===== config.mk =====
export PLATFORM = sky130hd
export DESIGN_NAME = tiny_core
export DESIGN_NICKNAME = d
export VERILOG_FILES = /design/src/verilog/riscv_pkg.sv /design/src/verilog/core_pkg.sv /design/src/verilog/tiny_core.sv /design/src/verilog/branch_unit.sv /design/src/verilog/alu_unit.sv /design/src/verilog/register_file.sv /design/src/verilog/decode_and_issue.sv /design/src/verilog/fetch.sv
export SDC_FILE = /design/constraint.sdc
export NUM_CORES = 2
export LEC_CHECK = 0
export CORE_MARGIN = 5
export CORE_UTILIZATION = 60
export CTS_CLUSTER_SIZE = 40
export DETAILED_ROUTE_END_ITERATION = 12
export DONT_BUFFER_PORTS = 1
export PLACE_DENSITY = 0.76
export SYNTH_ARGS = -nofsm -noshare
export SYNTH_HDL_FRONTEND = slang
export SYNTH_HIERARCHICAL = 1
export SYNTH_SLANG_ARGS = --single-unit
export TNS_END_PERCENT = 30

===== constraint.sdc =====
create_clock -name clk -period 6.9 [get_ports clk]
set_clock_uncertainty 0.2 [all_clocks]
set_input_delay 0.345 -clock clk [delete_from_list [all_inputs] [get_ports clk]]
set_output_delay 0.345 -clock clk [all_outputs]
set_load 0.02 [all_outputs]

===== src/verilog/riscv_pkg.sv =====
package riscv_pkg;

    localparam int XLEN = 32;

    typedef logic [XLEN-1:0] data_t;
    typedef logic [XLEN-1:0] addr_t;
    typedef logic [4:0]      reg_addr_t;

    // Major opcodes handled by the core
    typedef enum logic [6:0] {
        OP     = 7'b0110011,
        OP_IMM = 7'b0010011,
        LUI    = 7'b0110111,
        AUIPC  = 7'b0010111,
        BRANCH = 7'b1100011,
        JAL    = 7'b1101111,
        JALR   = 7'b1100111
    } opcode_t;

    ////////////////////
    // funct3 and funct7 codes
    localparam logic [2:0] F3_ADD_SUB = 3'b000;
    localparam logic [2:0] F3_SLL     = 3'b001;
    localparam logic [2:0] F3_SLT     = 3'b010;
    localparam logic [2:0] F3_SLTU    = 3'b011;
    localparam logic [2:0] F3_XOR     = 3'b100;
    localparam logic [2:0] F3_SRL_SRA = 3'b101;
    localparam logic [2:0] F3_OR      = 3'b110;
    localparam logic [2:0] F3_AND     = 3'b111;

    localparam logic [2:0] F3_BEQ  = 3'b000;
    localparam logic [2:0] F3_BNE  = 3'b001;
    localparam logic [2:0] F3_BLT  = 3'b100;
    localparam logic [2:0] F3_BGE  = 3'b101;
    localparam logic [2:0] F3_BLTU = 3'b110;
    localparam logic [2:0] F3_BGEU = 3'b111;

    // Selects SUB and SRA/SRAI
    localparam logic [6:0] F7_ALT = 7'b0100000;

    ////////////////////
    // Instruction formats
    typedef struct packed {
        logic [6:0] funct7;
        reg_addr_t  rs2;
        reg_addr_t  rs1;
        logic [2:0] funct3;
        reg_addr_t  rd;
        logic [6:0] opcode;
    } r_type_t;

    typedef struct packed {
        logic [11:0] imm;
        reg_addr_t   rs1;
        logic [2:0]  funct3;
        reg_addr_t   rd;
        logic [6:0]  opcode;
    } i_type_t;

    typedef struct packed {
        logic       imm_12;
        logic [5:0] imm_10_5;
        reg_addr_t  rs2;
        reg_addr_t  rs1;
        logic [2:0] funct3;
        logic [3:0] imm_4_1;
        logic       imm_11;
        logic [6:0] opcode;
    } b_type_t;

    typedef struct packed {
        logic [19:0] imm_31_12;
        reg_addr_t   rd;
        logic [6:0]  opcode;
    } u_type_t;

    typedef struct packed {
        logic       imm_20;
        logic [9:0] imm_10_1;
        logic       imm_11;
        logic [7:0] imm_19_12;
        reg_addr_t  rd;
        logic [6:0] opcode;
    } j_type_t;

    // Same word, read through the view the opcode selects
    typedef union packed {
        r_type_t r;
        i_type_t i;
        b_type_t b;
        u_type_t u;
        j_type_t j;
    } instr_t;

endpackage

===== src/verilog/core_pkg.sv =====
package core_pkg;

    typedef enum logic [3:0] {
        ALU_ADD,
        ALU_SUB,
        ALU_SLL,
        ALU_SLT,
        ALU_SLTU,
        ALU_XOR,
        ALU_SRL,
        ALU_SRA,
        ALU_OR,
        ALU_AND,
        ALU_PASS,
        ALU_LINK
    } alu_op_t;

    typedef enum logic [2:0] {
        BR_BEQ,
        BR_BNE,
        BR_BLT,
        BR_BGE,
        BR_BLTU,
        BR_BGEU,
        BR_JAL,
        BR_JALR
    } br_op_t;

    ////////////////////
    // Stage packets

    // Word arriving on imem_rdata
    typedef struct packed {
        logic             valid;
        riscv_pkg::addr_t pc;
    } fetch_packet_t;

    // Execute stage register
    typedef struct packed {
        logic                 valid;
        riscv_pkg::addr_t     pc;
        riscv_pkg::reg_addr_t rd;
        logic                 uses_rd;
        alu_op_t              alu_op;
        br_op_t               br_op;
        logic                 is_branch;
        riscv_pkg::data_t     op_a;
        riscv_pkg::data_t     op_b;
        riscv_pkg::data_t     rs2_val;
        riscv_pkg::data_t     imm;
    } issue_packet_t;

    typedef struct packed {
        logic             flush;
        riscv_pkg::addr_t target;
    } redirect_t;

    // Also serves as the register file write port
    typedef struct packed {
        logic                 valid;
        riscv_pkg::addr_t     pc;
        riscv_pkg::reg_addr_t rd;
        riscv_pkg::data_t     value;
    } retire_t;

endpackage


===== src/verilog/tiny_core.sv =====
`timescale 1ns/1ps

module tiny_core #(
    parameter riscv_pkg::addr_t RESET_VECTOR = '0
) (
    input  logic              clk,
    input  logic              arst_n,
    output riscv_pkg::addr_t  imem_addr,
    output logic              imem_rd,
    input  riscv_pkg::instr_t imem_rdata,
    output core_pkg::retire_t retire
);
    import riscv_pkg::*;
    import core_pkg::*;

    fetch_packet_t fetch_pkt;
    issue_packet_t issue;
    redirect_t     redirect;
    reg_addr_t     rs1_addr;
    reg_addr_t     rs2_addr;
    data_t         rs1_data;
    data_t         rs2_data;
    logic          stall;

    ////////////////////
    // Front end
    fetch #(
        .RESET_VECTOR (RESET_VECTOR)
    ) u_fetch (
        .clk       (clk),
        .arst_n    (arst_n),
        .stall     (stall),
        .redirect  (redirect),
        .imem_addr (imem_addr),
        .imem_rd   (imem_rd),
        .fetch     (fetch_pkt)
    );

    decode_and_issue u_decode (
        .clk      (clk),
        .arst_n   (arst_n),
        .fetch    (fetch_pkt),
        .instr    (imem_rdata),
        .redirect (redirect),
        .rs1_addr (rs1_addr),
        .rs2_addr (rs2_addr),
        .rs1_data (rs1_data),
        .rs2_data (rs2_data),
        .stall    (stall),
        .issue    (issue)
    );

    // Written from the retire packet
    register_file u_regfile (
        .clk      (clk),
        .arst_n   (arst_n),
        .rs1_addr (rs1_addr),
        .rs2_addr (rs2_addr),
        .rs1_data (rs1_data),
        .rs2_data (rs2_data),
        .wb       (retire)
    );

    ////////////////////
    // Execute
    alu_unit u_alu (
        .clk    (clk),
        .arst_n (arst_n),
        .issue  (issue),
        .result (retire)
    );

    branch_unit u_branch (
        .clk      (clk),
        .issue    (issue),
        .redirect (redirect)
    );

endmodule


===== src/verilog/branch_unit.sv =====
`timescale 1ns/1ps

module branch_unit (
    input  logic                    clk,
    input  core_pkg::issue_packet_t issue,
    output core_pkg::redirect_t     redirect
);
    import riscv_pkg::*;
    import core_pkg::*;

    logic  taken;
    addr_t base;
    addr_t sum;

    always_comb begin
        case (issue.br_op)
            BR_BEQ:  taken = issue.op_a == issue.rs2_val;
            BR_BNE:  taken = issue.op_a != issue.rs2_val;
            BR_BLT:  taken = $signed(issue.op_a) < $signed(issue.rs2_val);
            BR_BGE:  taken = $signed(issue.op_a) >= $signed(issue.rs2_val);
            BR_BLTU: taken = issue.op_a < issue.rs2_val;
            BR_BGEU: taken = issue.op_a >= issue.rs2_val;
            // Jumps always redirect
            default: taken = 1'b1;
        endcase
    end

    ////////////////////
    // Target
    assign base = (issue.br_op == BR_JALR) ? issue.op_a : issue.pc;
    assign sum  = base + issue.imm;

    assign redirect.flush  = issue.valid && issue.is_branch && taken;
    assign redirect.target = (issue.br_op == BR_JALR) ? {sum[XLEN-1:1], 1'b0} : sum;

    // Fetch has no path for misaligned words
    a_target_aligned: assert property (@(posedge clk)
        redirect.flush |-> redirect.target[1:0] == 2'b00)
        else $error("misaligned target %h from pc %h", redirect.target, issue.pc);

endmodule


===== src/verilog/alu_unit.sv =====
`timescale 1ns/1ps

module alu_unit (
    input  logic                    clk,
    input  logic                    arst_n,
    input  core_pkg::issue_packet_t issue,
    output core_pkg::retire_t       result
);
    import riscv_pkg::*;
    import core_pkg::*;

    data_t value;

    always_comb begin
        case (issue.alu_op)
            ALU_ADD:  value = issue.op_a + issue.op_b;
            ALU_SUB:  value = issue.op_a - issue.op_b;
            ALU_SLL:  value = issue.op_a << issue.op_b[4:0];
            ALU_SLT:  value = data_t'($signed(issue.op_a) < $signed(issue.op_b));
            ALU_SLTU: value = data_t'(issue.op_a < issue.op_b);
            ALU_XOR:  value = issue.op_a ^ issue.op_b;
            ALU_SRL:  value = issue.op_a >> issue.op_b[4:0];
            ALU_SRA:  value = $unsigned($signed(issue.op_a) >>> issue.op_b[4:0]);
            ALU_OR:   value = issue.op_a | issue.op_b;
            ALU_AND:  value = issue.op_a & issue.op_b;
            ALU_PASS: value = issue.op_b;
            // Return address of JAL and JALR
            ALU_LINK: value = issue.pc + addr_t'(4);
            default:  value = '0;
        endcase
    end

    ////////////////////
    // Writeback and retire register
    always_ff @(posedge clk or negedge arst_n) begin
        if (!arst_n) begin
            result <= '0;
        end else begin
            result.valid <= issue.valid;
            result.pc    <= issue.pc;
            result.rd    <= issue.uses_rd ? issue.rd : '0;
            result.value <= issue.uses_rd ? value : '0;
        end
    end

    // Decode trims the amount before it reaches execute
    a_shift_amount: assert property (@(posedge clk) disable iff (!arst_n)
        issue.valid && (issue.alu_op inside {ALU_SLL, ALU_SRL, ALU_SRA})
        |-> issue.op_b < 32)
        else $error("shift amount %0d at pc %h", issue.op_b, issue.pc);

endmodule


===== src/verilog/register_file.sv =====
`timescale 1ns/1ps

module register_file (
    input  logic                 clk,
    input  logic                 arst_n,
    input  riscv_pkg::reg_addr_t rs1_addr,
    input  riscv_pkg::reg_addr_t rs2_addr,
    output riscv_pkg::data_t     rs1_data,
    output riscv_pkg::data_t     rs2_data,
    input  core_pkg::retire_t    wb
);
    import riscv_pkg::*;

    // x0 has no storage
    data_t regs [1:31];

    always_ff @(posedge clk or negedge arst_n) begin
        if (!arst_n) begin
            for (int i = 1; i < 32; i++) begin
                regs[i] <= '0;
            end
        end else if (wb.valid && wb.rd != '0) begin
            regs[wb.rd] <= wb.value;
        end
    end

    // Write-through so decode sees the value retiring this cycle
    function automatic data_t read_port(reg_addr_t addr);
        data_t value;
        if (addr == '0) begin
            value = '0;
        end else if (wb.valid && wb.rd == addr) begin
            value = wb.value;
        end else begin
            value = regs[addr];
        end
        return value;
    endfunction

    always_comb begin
        rs1_data = read_port(rs1_addr);
        rs2_data = read_port(rs2_addr);
    end

endmodule


===== src/verilog/decode_and_issue.sv =====
`timescale 1ns/1ps

module decode_and_issue (
    input  logic                    clk,
    input  logic                    arst_n,
    input  core_pkg::fetch_packet_t fetch,
    input  riscv_pkg::instr_t       instr,
    input  core_pkg::redirect_t     redirect,
    output riscv_pkg::reg_addr_t    rs1_addr,
    output riscv_pkg::reg_addr_t    rs2_addr,
    input  riscv_pkg::data_t        rs1_data,
    input  riscv_pkg::data_t        rs2_data,
    output logic                    stall,
    output core_pkg::issue_packet_t issue
);
    import riscv_pkg::*;
    import core_pkg::*;

    logic [6:0]    opcode;
    logic          known_op;
    logic          uses_rs1;
    logic          uses_rs2;
    logic          writes_rd;
    logic          is_shift;
    alu_op_t       alu_op;
    br_op_t        br_op;
    data_t         imm;
    data_t         src_b;
    issue_packet_t issue_next;

    assign opcode   = instr.r.opcode;
    assign rs1_addr = instr.r.rs1;
    assign rs2_addr = instr.r.rs2;

    ////////////////////
    // Format decode
    always_comb begin
        known_op  = 1'b1;
        uses_rs1  = 1'b0;
        uses_rs2  = 1'b0;
        writes_rd = 1'b0;
        imm       = '0;
        case (opcode)
            OP: begin
                uses_rs1  = 1'b1;
                uses_rs2  = 1'b1;
                writes_rd = 1'b1;
            end
            OP_IMM, JALR: begin
                uses_rs1  = 1'b1;
                writes_rd = 1'b1;
                imm       = {{20{instr.i.imm[11]}}, instr.i.imm};
            end
            LUI, AUIPC: begin
                writes_rd = 1'b1;
                imm       = {instr.u.imm_31_12, 12'b0};
            end
            BRANCH: begin
                uses_rs1 = 1'b1;
                uses_rs2 = 1'b1;
                imm      = {{19{instr.b.imm_12}}, instr.b.imm_12, instr.b.imm_11,
                            instr.b.imm_10_5, instr.b.imm_4_1, 1'b0};
            end
            JAL: begin
                writes_rd = 1'b1;
                imm       = {{11{instr.j.imm_20}}, instr.j.imm_20, instr.j.imm_19_12,
                             instr.j.imm_11, instr.j.imm_10_1, 1'b0};
            end
            // Anything else passes through as a no-op
            default: known_op = 1'b0;
        endcase
    end

    // ALU and branch operation select
    always_comb begin
        alu_op = ALU_ADD;
        br_op  = BR_BEQ;
        case (opcode)
            OP, OP_IMM: begin
                case (instr.r.funct3)
                    F3_ADD_SUB: alu_op = (opcode == OP && instr.r.funct7 == F7_ALT) ?
                                         ALU_SUB : ALU_ADD;
                    F3_SLL:     alu_op = ALU_SLL;
                    F3_SLT:     alu_op = ALU_SLT;
                    F3_SLTU:    alu_op = ALU_SLTU;
                    F3_XOR:     alu_op = ALU_XOR;
                    F3_SRL_SRA: alu_op = (instr.r.funct7 == F7_ALT) ? ALU_SRA : ALU_SRL;
                    F3_OR:      alu_op = ALU_OR;
                    F3_AND:     alu_op = ALU_AND;
                    default:    alu_op = ALU_ADD;
                endcase
            end
            LUI: alu_op = ALU_PASS;
            BRANCH: begin
                case (instr.b.funct3)
                    F3_BEQ:  br_op = BR_BEQ;
                    F3_BNE:  br_op = BR_BNE;
                    F3_BLT:  br_op = BR_BLT;
                    F3_BGE:  br_op = BR_BGE;
                    F3_BLTU: br_op = BR_BLTU;
                    F3_BGEU: br_op = BR_BGEU;
                    default: br_op = BR_BEQ;
                endcase
            end
            JAL: begin
                alu_op = ALU_LINK;
                br_op  = BR_JAL;
            end
            JALR: begin
                alu_op = ALU_LINK;
                br_op  = BR_JALR;
            end
            default: alu_op = ALU_ADD;
        endcase
    end

    ////////////////////
    // Hazard against the instruction in execute
    assign stall = fetch.valid && issue.valid && issue.uses_rd &&
                   ((uses_rs1 && rs1_addr != '0 && rs1_addr == issue.rd) ||
                    (uses_rs2 && rs2_addr != '0 && rs2_addr == issue.rd));

    // Shift amount keeps only its low five bits
    assign is_shift = alu_op inside {ALU_SLL, ALU_SRL, ALU_SRA};
    assign src_b    = (opcode == OP) ? rs2_data : imm;

    always_comb begin
        issue_next.valid     = fetch.valid && !stall && !redirect.flush;
        issue_next.pc        = fetch.pc;
        issue_next.rd        = instr.r.rd;
        issue_next.uses_rd   = writes_rd && (instr.r.rd != '0);
        issue_next.alu_op    = alu_op;
        issue_next.br_op     = br_op;
        issue_next.is_branch = opcode inside {BRANCH, JAL, JALR};
        issue_next.op_a      = (opcode inside {AUIPC, JAL}) ? fetch.pc : rs1_data;
        issue_next.op_b      = is_shift ? data_t'(src_b[4:0]) : src_b;
        issue_next.rs2_val   = rs2_data;
        issue_next.imm       = imm;
    end

    always_ff @(posedge clk or negedge arst_n) begin
        if (!arst_n) begin
            issue <= '0;
        end else begin
            issue <= issue_next;
        end
    end

    // Squashed words may hold anything, so only live ones are checked
    a_known_opcode: assert property (@(posedge clk) disable iff (!arst_n)
        fetch.valid && !redirect.flush |-> known_op)
        else $error("unknown opcode %b at pc %h", opcode, fetch.pc);

endmodule


===== src/verilog/fetch.sv =====
`timescale 1ns/1ps

module fetch #(
    parameter riscv_pkg::addr_t RESET_VECTOR = '0
) (
    input  logic                    clk,
    input  logic                    arst_n,
    input  logic                    stall,
    input  core_pkg::redirect_t     redirect,
    output riscv_pkg::addr_t        imem_addr,
    output logic                    imem_rd,
    output core_pkg::fetch_packet_t fetch
);
    import riscv_pkg::*;

    // Address of the next sequential fetch
    addr_t pc;

    ////////////////////
    // Memory request

    // Redirect target goes out in the same cycle as the flush
    assign imem_addr = redirect.flush ? redirect.target : pc;

    // Flush wins over a stall
    assign imem_rd = redirect.flush || !stall;

    ////////////////////
    // PC and arriving word
    always_ff @(posedge clk or negedge arst_n) begin
        if (!arst_n) begin
            pc          <= RESET_VECTOR;
            fetch.valid <= 1'b0;
            fetch.pc    <= RESET_VECTOR;
        end else if (imem_rd) begin
            pc          <= imem_addr + addr_t'(4);
            fetch.valid <= 1'b1;
            fetch.pc    <= imem_addr;
        end
        // On a stall the memory holds its word, so the packet holds too
    end

endmodule


---- Word-level counts from Yosys, hierarchy flattened ----
Cells that the tools add are included.
storage, ports and cells
  register bits ........................... 1302
  bits of input ports ..................... 34
  output and inout bits ................... 103
  word-level logic and storage cells ...... 187
operators by class
  add/subtract/negate cells ............... 5
  $lt $le $gt $ge ......................... 10
  equal/unequal tests ..................... 41
  shift-type cells ........................ 3
  multiplexer cells ....................... 33
  bitwise gates (word level) .............. 6
  reduce and logical (&&, ||, !) cells .... 40
operators with widths
  operator                                              number
  bitwise mux 992 bit                                   1
  2-to-1 mux 32 bit                                     15
  one-hot mux 32 bit (12 select lines)                  1
  binary-select mux 32 bit (select 5 bit)               2
  demux 32 bit (select 5 bit)                           1
  less-than comparator 32 bit                           4
  one-hot mux 32 bit (4 select lines)                   1
  adder 32 x 3 -> 32 bit (second input constant)        2
  adder 32 bit                                          2
  greater-or-equal comparator 32 bit                    2
  AND 32 bit                                            1
  equality test 32 bit                                  1
  != test 32 bit                                        1
  bitwise OR 32 bit                                     1
  one-hot mux 4 bit (8 select lines)                    1
  left shift 32 x 5 -> 32 bit                           1
  >> shifter 32 x 5 -> 32 bit                           1
  >>> shifter 32 x 5 -> 32 bit                          1
  subtractor 32 bit                                     1
  bitwise XOR 32 bit                                    1
  equality test 4 x 3 -> 1 bit (second input constant)  6
  equality test 3 bit (second input constant)           7
  equality test 7 x 6 -> 1 bit (second input constant)  3
  equality test 7 bit (second input constant)           3
  28 further kinds                                      78

---- Longest topological paths before layout ----
  depth after elaboration ................. 10
  mapped depth ............................ 22
  depth with buffers taken out ............ 19

---- Cells and area by module ----
Netlist, hierarchy kept.
by module, submodules not included
  module            instances  cells each  area an instance (um^2)  sequential area each (um^2)
  register_file     1          3749        53998.0                  24823.8
  alu_unit          1          1602        11330.9                  1751.7
  decode_and_issue  1          431         6206.0                   4379.2
  fetch             1          410         3634.7                   1576.5
  branch_unit       1          356         2776.4                   0.0

---- Worst setup path after synthesis ----
OpenSTA, ideal clock, no wires.
  kind .................................... register to register
  from .................................... register, netlist name u_decode/issue[109]
  to ...................................... register u_fetch.pc[28]
  setup time .............................. 0.095 ns
  arrival ................................. 5.095 ns
  data required time ...................... 6.605 ns
  setup slack ............................. 1.509 ns
  cell stages (with the launch flop) ...... 19
  buffers on the path ..................... 4
  period minus slack after synthesis ...... 5.391 ns
  cells stage by stage .................... dfrtp_1 -> ha_1 -> nand4_1 -> or2_2 -> or4_1 -> xnor2_1 -> o311ai_0 -> a211oi_1 -> buf_6 -> buf_2 -> buf_2 -> clkbuf_1 -> mux2_2 -> ha_1 -> nand2_1 -> nor4_1 -> o2111ai_1 -> o31a_1 -> o31ai_1
RTL lines
  item                  line         source
  end signal, assigned  fetch.sv:36  pc <= imem_addr + addr_t'(4);
  end, declared         fetch.sv:17  addr_t pc;

==> impl_metrics.json <==
{
  "path_class": "flip-flop to output pin",
  "rsz0062_at_grt": "no",
  "ir_drop_v": 0.000243,
  "post_cts_buffers": 0,
  "yosysWarnings": 6,
  "crit_path_max_incr_delay_ns": 0.81,
  "crit_chain": "ha_1, a21o_1, a21o_1, a21oi_1, o21ai_0, o21bai_1, a21boi_0, a2111oi_0, a211oi_4, buf_4, buf_4, mux2i_1, inv_1",
  "die_y_microns": 370,
  "async_flop_share_pct": 100,
  "cts_buffers": 146,
  "root_buffer": "clkbuf_16",
  "instances_no_fill": 8201,
  "num-nets-final": 6542,
  "start_util_pct": 60.3,
  "p_total_mw": 18.3,
  "clockBufferDepth": 3,
  "ant_nets": 0,
  "clkTransAtPathRegs_ns": 0.06,
  "wl_per_cell_microns": 36.0,
  "grt_use_total_pct": 42.6,
  "cpMaxStageDelayCell": "a2111oi_0",
  "grt_pass1_wl_mm": 426,
  "vias": 60590,
  "p_leak_nw": 39.0,
  "grt_overflow_total": 0,
  "first_global_vias": 60071,
  "insertion_delay_ns": 0.80,
  "num_rows": 132,
  "drt-total-wl_mm": 295,
  "relSlewSlack_pct": 5.88,
  "drtIter0Drc": 8178,
  "dpl.hpwl_mm": 189,
  "place_inst": 7863,
  "place_congestion": 1.06,
  "period_share_pct": 91.7,
  "die_area_sq_um": 137000,
  "cp_top_family": "compound AO/OA/AOI/OAI gates",
  "drv.max_cap_violation_count": 0,
  "via_per_inst": 7.39,
  "holdWs_ns": -0.0535,
  "status": "finished, violations left",
  "syn_area_sq_um": 77900,
  "maxSlewViolCount": 0,
  "synth-edff-count": 0,
  "cts_max_level": 4,
  "worstPathArrival_ns": 5.78,
  "avgSynthCellArea_sq_um": 11.9,
  "cts_tree": "built",
  "power_per_cell_area_nw_per_um2": 216,
  "path_max_fanout": 44,
  "violations": "negative hold slack",
  "period_minus_slack_ns": 6.33,
  "netlist-cell-type-count": 114,
  "drive_gt1_share_pct": 32.8,
  "syn_nets": 6764,
  "io_pins": 137,
  "cp-start-kind": "flip-flop",
  "core_area_sq_um": 129000,
  "setup-violations-final": 0,
  "hp-class": "input pin to asynchronous set/reset pin",
  "cts_sinks": 1300,
  "antenna_found_initial": 23,
  "worst_ep_required_time_ns": 6.36,
  "port_buffers": 0,
  "finish.utilization_pct": 65.5,
  "fmax_mhz": 158,
  "synth_flop_cell": "dfrtp_1",
  "yosysSeqAreaShare_pct": 41.7,
  "cp_num_buf_inv": 3,
  "grt_max_degree": 255,
  "die_w_microns": 370,
  "area_growth_pct": 8.61,
  "dr.pass1.iters": 9,
  "hold_viol": 13,
  "tightest_slew_ns": 1.40,
  "worstSetupEndpointType": "output pin",
  "synthesis.instances": 6548,
  "drc": 0,
  "fin_tns_setup_ns": 0,
  "synth_seq_cells": 1300
}
## cells in the final DEF, fill, tap and decap left out, drive strengths merged, types with 44 or more instances in the layout
cell / instances
nor2b: 44
a21o: 60
clkbuf: 217
a221oi: 102
ha: 179
dfrtp: 1300
dlygate4sd3: 54
a31oi: 59
nor3: 126
o211ai: 61
inv: 177
a21oi: 273
a22oi: 63
o21ai: 176
xnor2: 64
a211oi: 92
mux2: 1200
nor2: 406
o22ai: 52
buf: 159
nand2: 296
mux4: 397
nand3: 62
mux2i: 229
and2: 44
## sequential cells by signal (all words and copies together), names as in the netlist
signal and flops:
u_regfile/regs 992, u_decode/issue 175, u_alu/result 70, u_fetch/fetch 33, u_fetch/pc 30
## synthesized netlist by cell type (all sizes together) (15+ instances only)
library cell | count | area (sq um)
a211oi | 92 | 776
a21o | 60 | 450
a21oi | 273 | 1380
a221o | 35 | 350
a221oi | 102 | 906
a22o | 31 | 272
a22oi | 63 | 487
a31oi | 59 | 375
and2 | 44 | 275
and3 | 15 | 93.8
buf | 278 | 1580
clkbuf | 305 | 1150
dfrtp | 1300 | 32500
ha | 179 | 2240
inv | 169 | 634
mux2 | 1200 | 13600
mux2i | 229 | 2290
mux4 | 397 | 8940
nand2 | 296 | 1110
nand2b | 37 | 231
nand3 | 62 | 310
nand3b | 16 | 120
nand4 | 34 | 219
nor2 | 406 | 1550
nor2b | 44 | 275
nor3 | 126 | 647
nor4 | 32 | 206
o211ai | 61 | 463
o21a | 20 | 150
o21ai | 176 | 885
o21bai | 18 | 135
o221ai | 37 | 330
o22ai | 52 | 332
o32ai | 20 | 175
or2 | 17 | 109
xnor2 | 64 | 561
xor2 | 40 | 350
## where the power goes
group,internal (mW),switching [mW]
Combinational,0.685,1.33
Clock,4.85,3.40
Sequential,7.75,0.307
## cells by family (layout without fill, tap and decap cells)
logic type,count (synthesis),count (layout),share of synthesized area [%]
adder cells (fa/ha/maj),183,183,2.96
AO/OA/AOI/OAI,1199,1199,10.8
multiplexers,1826,1826,31.9
other,0,12,0
XOR/XNOR,104,104,1.17
flip-flops,1300,1300,41.7
AND/OR/NAND/NOR,1183,1183,7.16
buffers and inverters,753,652,4.32
## cell type report
| type | count | area [sq um] |
|---|---|---|
| clock buffers | 217 | 4380 |
| diodes | 12 | 30.0 |
| clock inverters | 52 | 731 |
| flip-flops and latches | 1300 | 32500 |
| well taps | 1742 | 2180 |
| repair buffers | 213 | 1870 |
| multi-input cells | 4495 | 42300 |
| fillers | 9615 | 44700 |
| inverters | 170 | 638 |
## through the flow
step / instance area [sq um] / setup slack [ns] / hold slack [ns]
after floorplan: 77900 / 1.51 / -0.151
after CTS: 84600 / 0.757 / 0.00219
after detailed placement: 78900 / 0.904 / 0.178
after global placement: 78900 / 1.12 / 0.177
final: 84700 / 0.574 / -0.0535
after global routing: 84600 / 0.400 / 0.0123
## routing by layer
layer	up-vias	wire, microns	track usage [%]
met5	-	54	0
met4	8	23200	26.8
met3	1069	32400	12.7
met2	3957	130000	63.4
met1	31388	110000	54.9
li1	24168	-	-
## final timing paths
path	slack [ns]	from	to	cells after the start
min in group clk	0.05	imem_rdata[3]	u_decode/issue[126]$_DFF_PN0_	3
hold / removal	-0.05	arst_n	u_alu/result[6]$_DFF_PN0_	2
setup reg to reg	0.72	u_decode/issue[105]$_DFF_PN0_	u_fetch/pc[30]$_DFFE_PN0P_	16
hold reg to reg	0.22	u_fetch/fetch[24]$_DFFE_PN0P_	u_decode/issue[166]$_DFF_PN0_	0
max in group asynchronous	4.61	arst_n	u_decode/issue[132]$_DFF_PN0_	4
setup / recovery	0.57	u_decode/issue[105]$_DFF_PN0_	imem_addr[27]	13
## what timing repair did
item / in CTS / in global routing
gates resized for setup: 0 / 0
endpoints found under the hold margin: 296 / 2
hold buffers: 56 / 1
(Power assumes the default switching activity.)
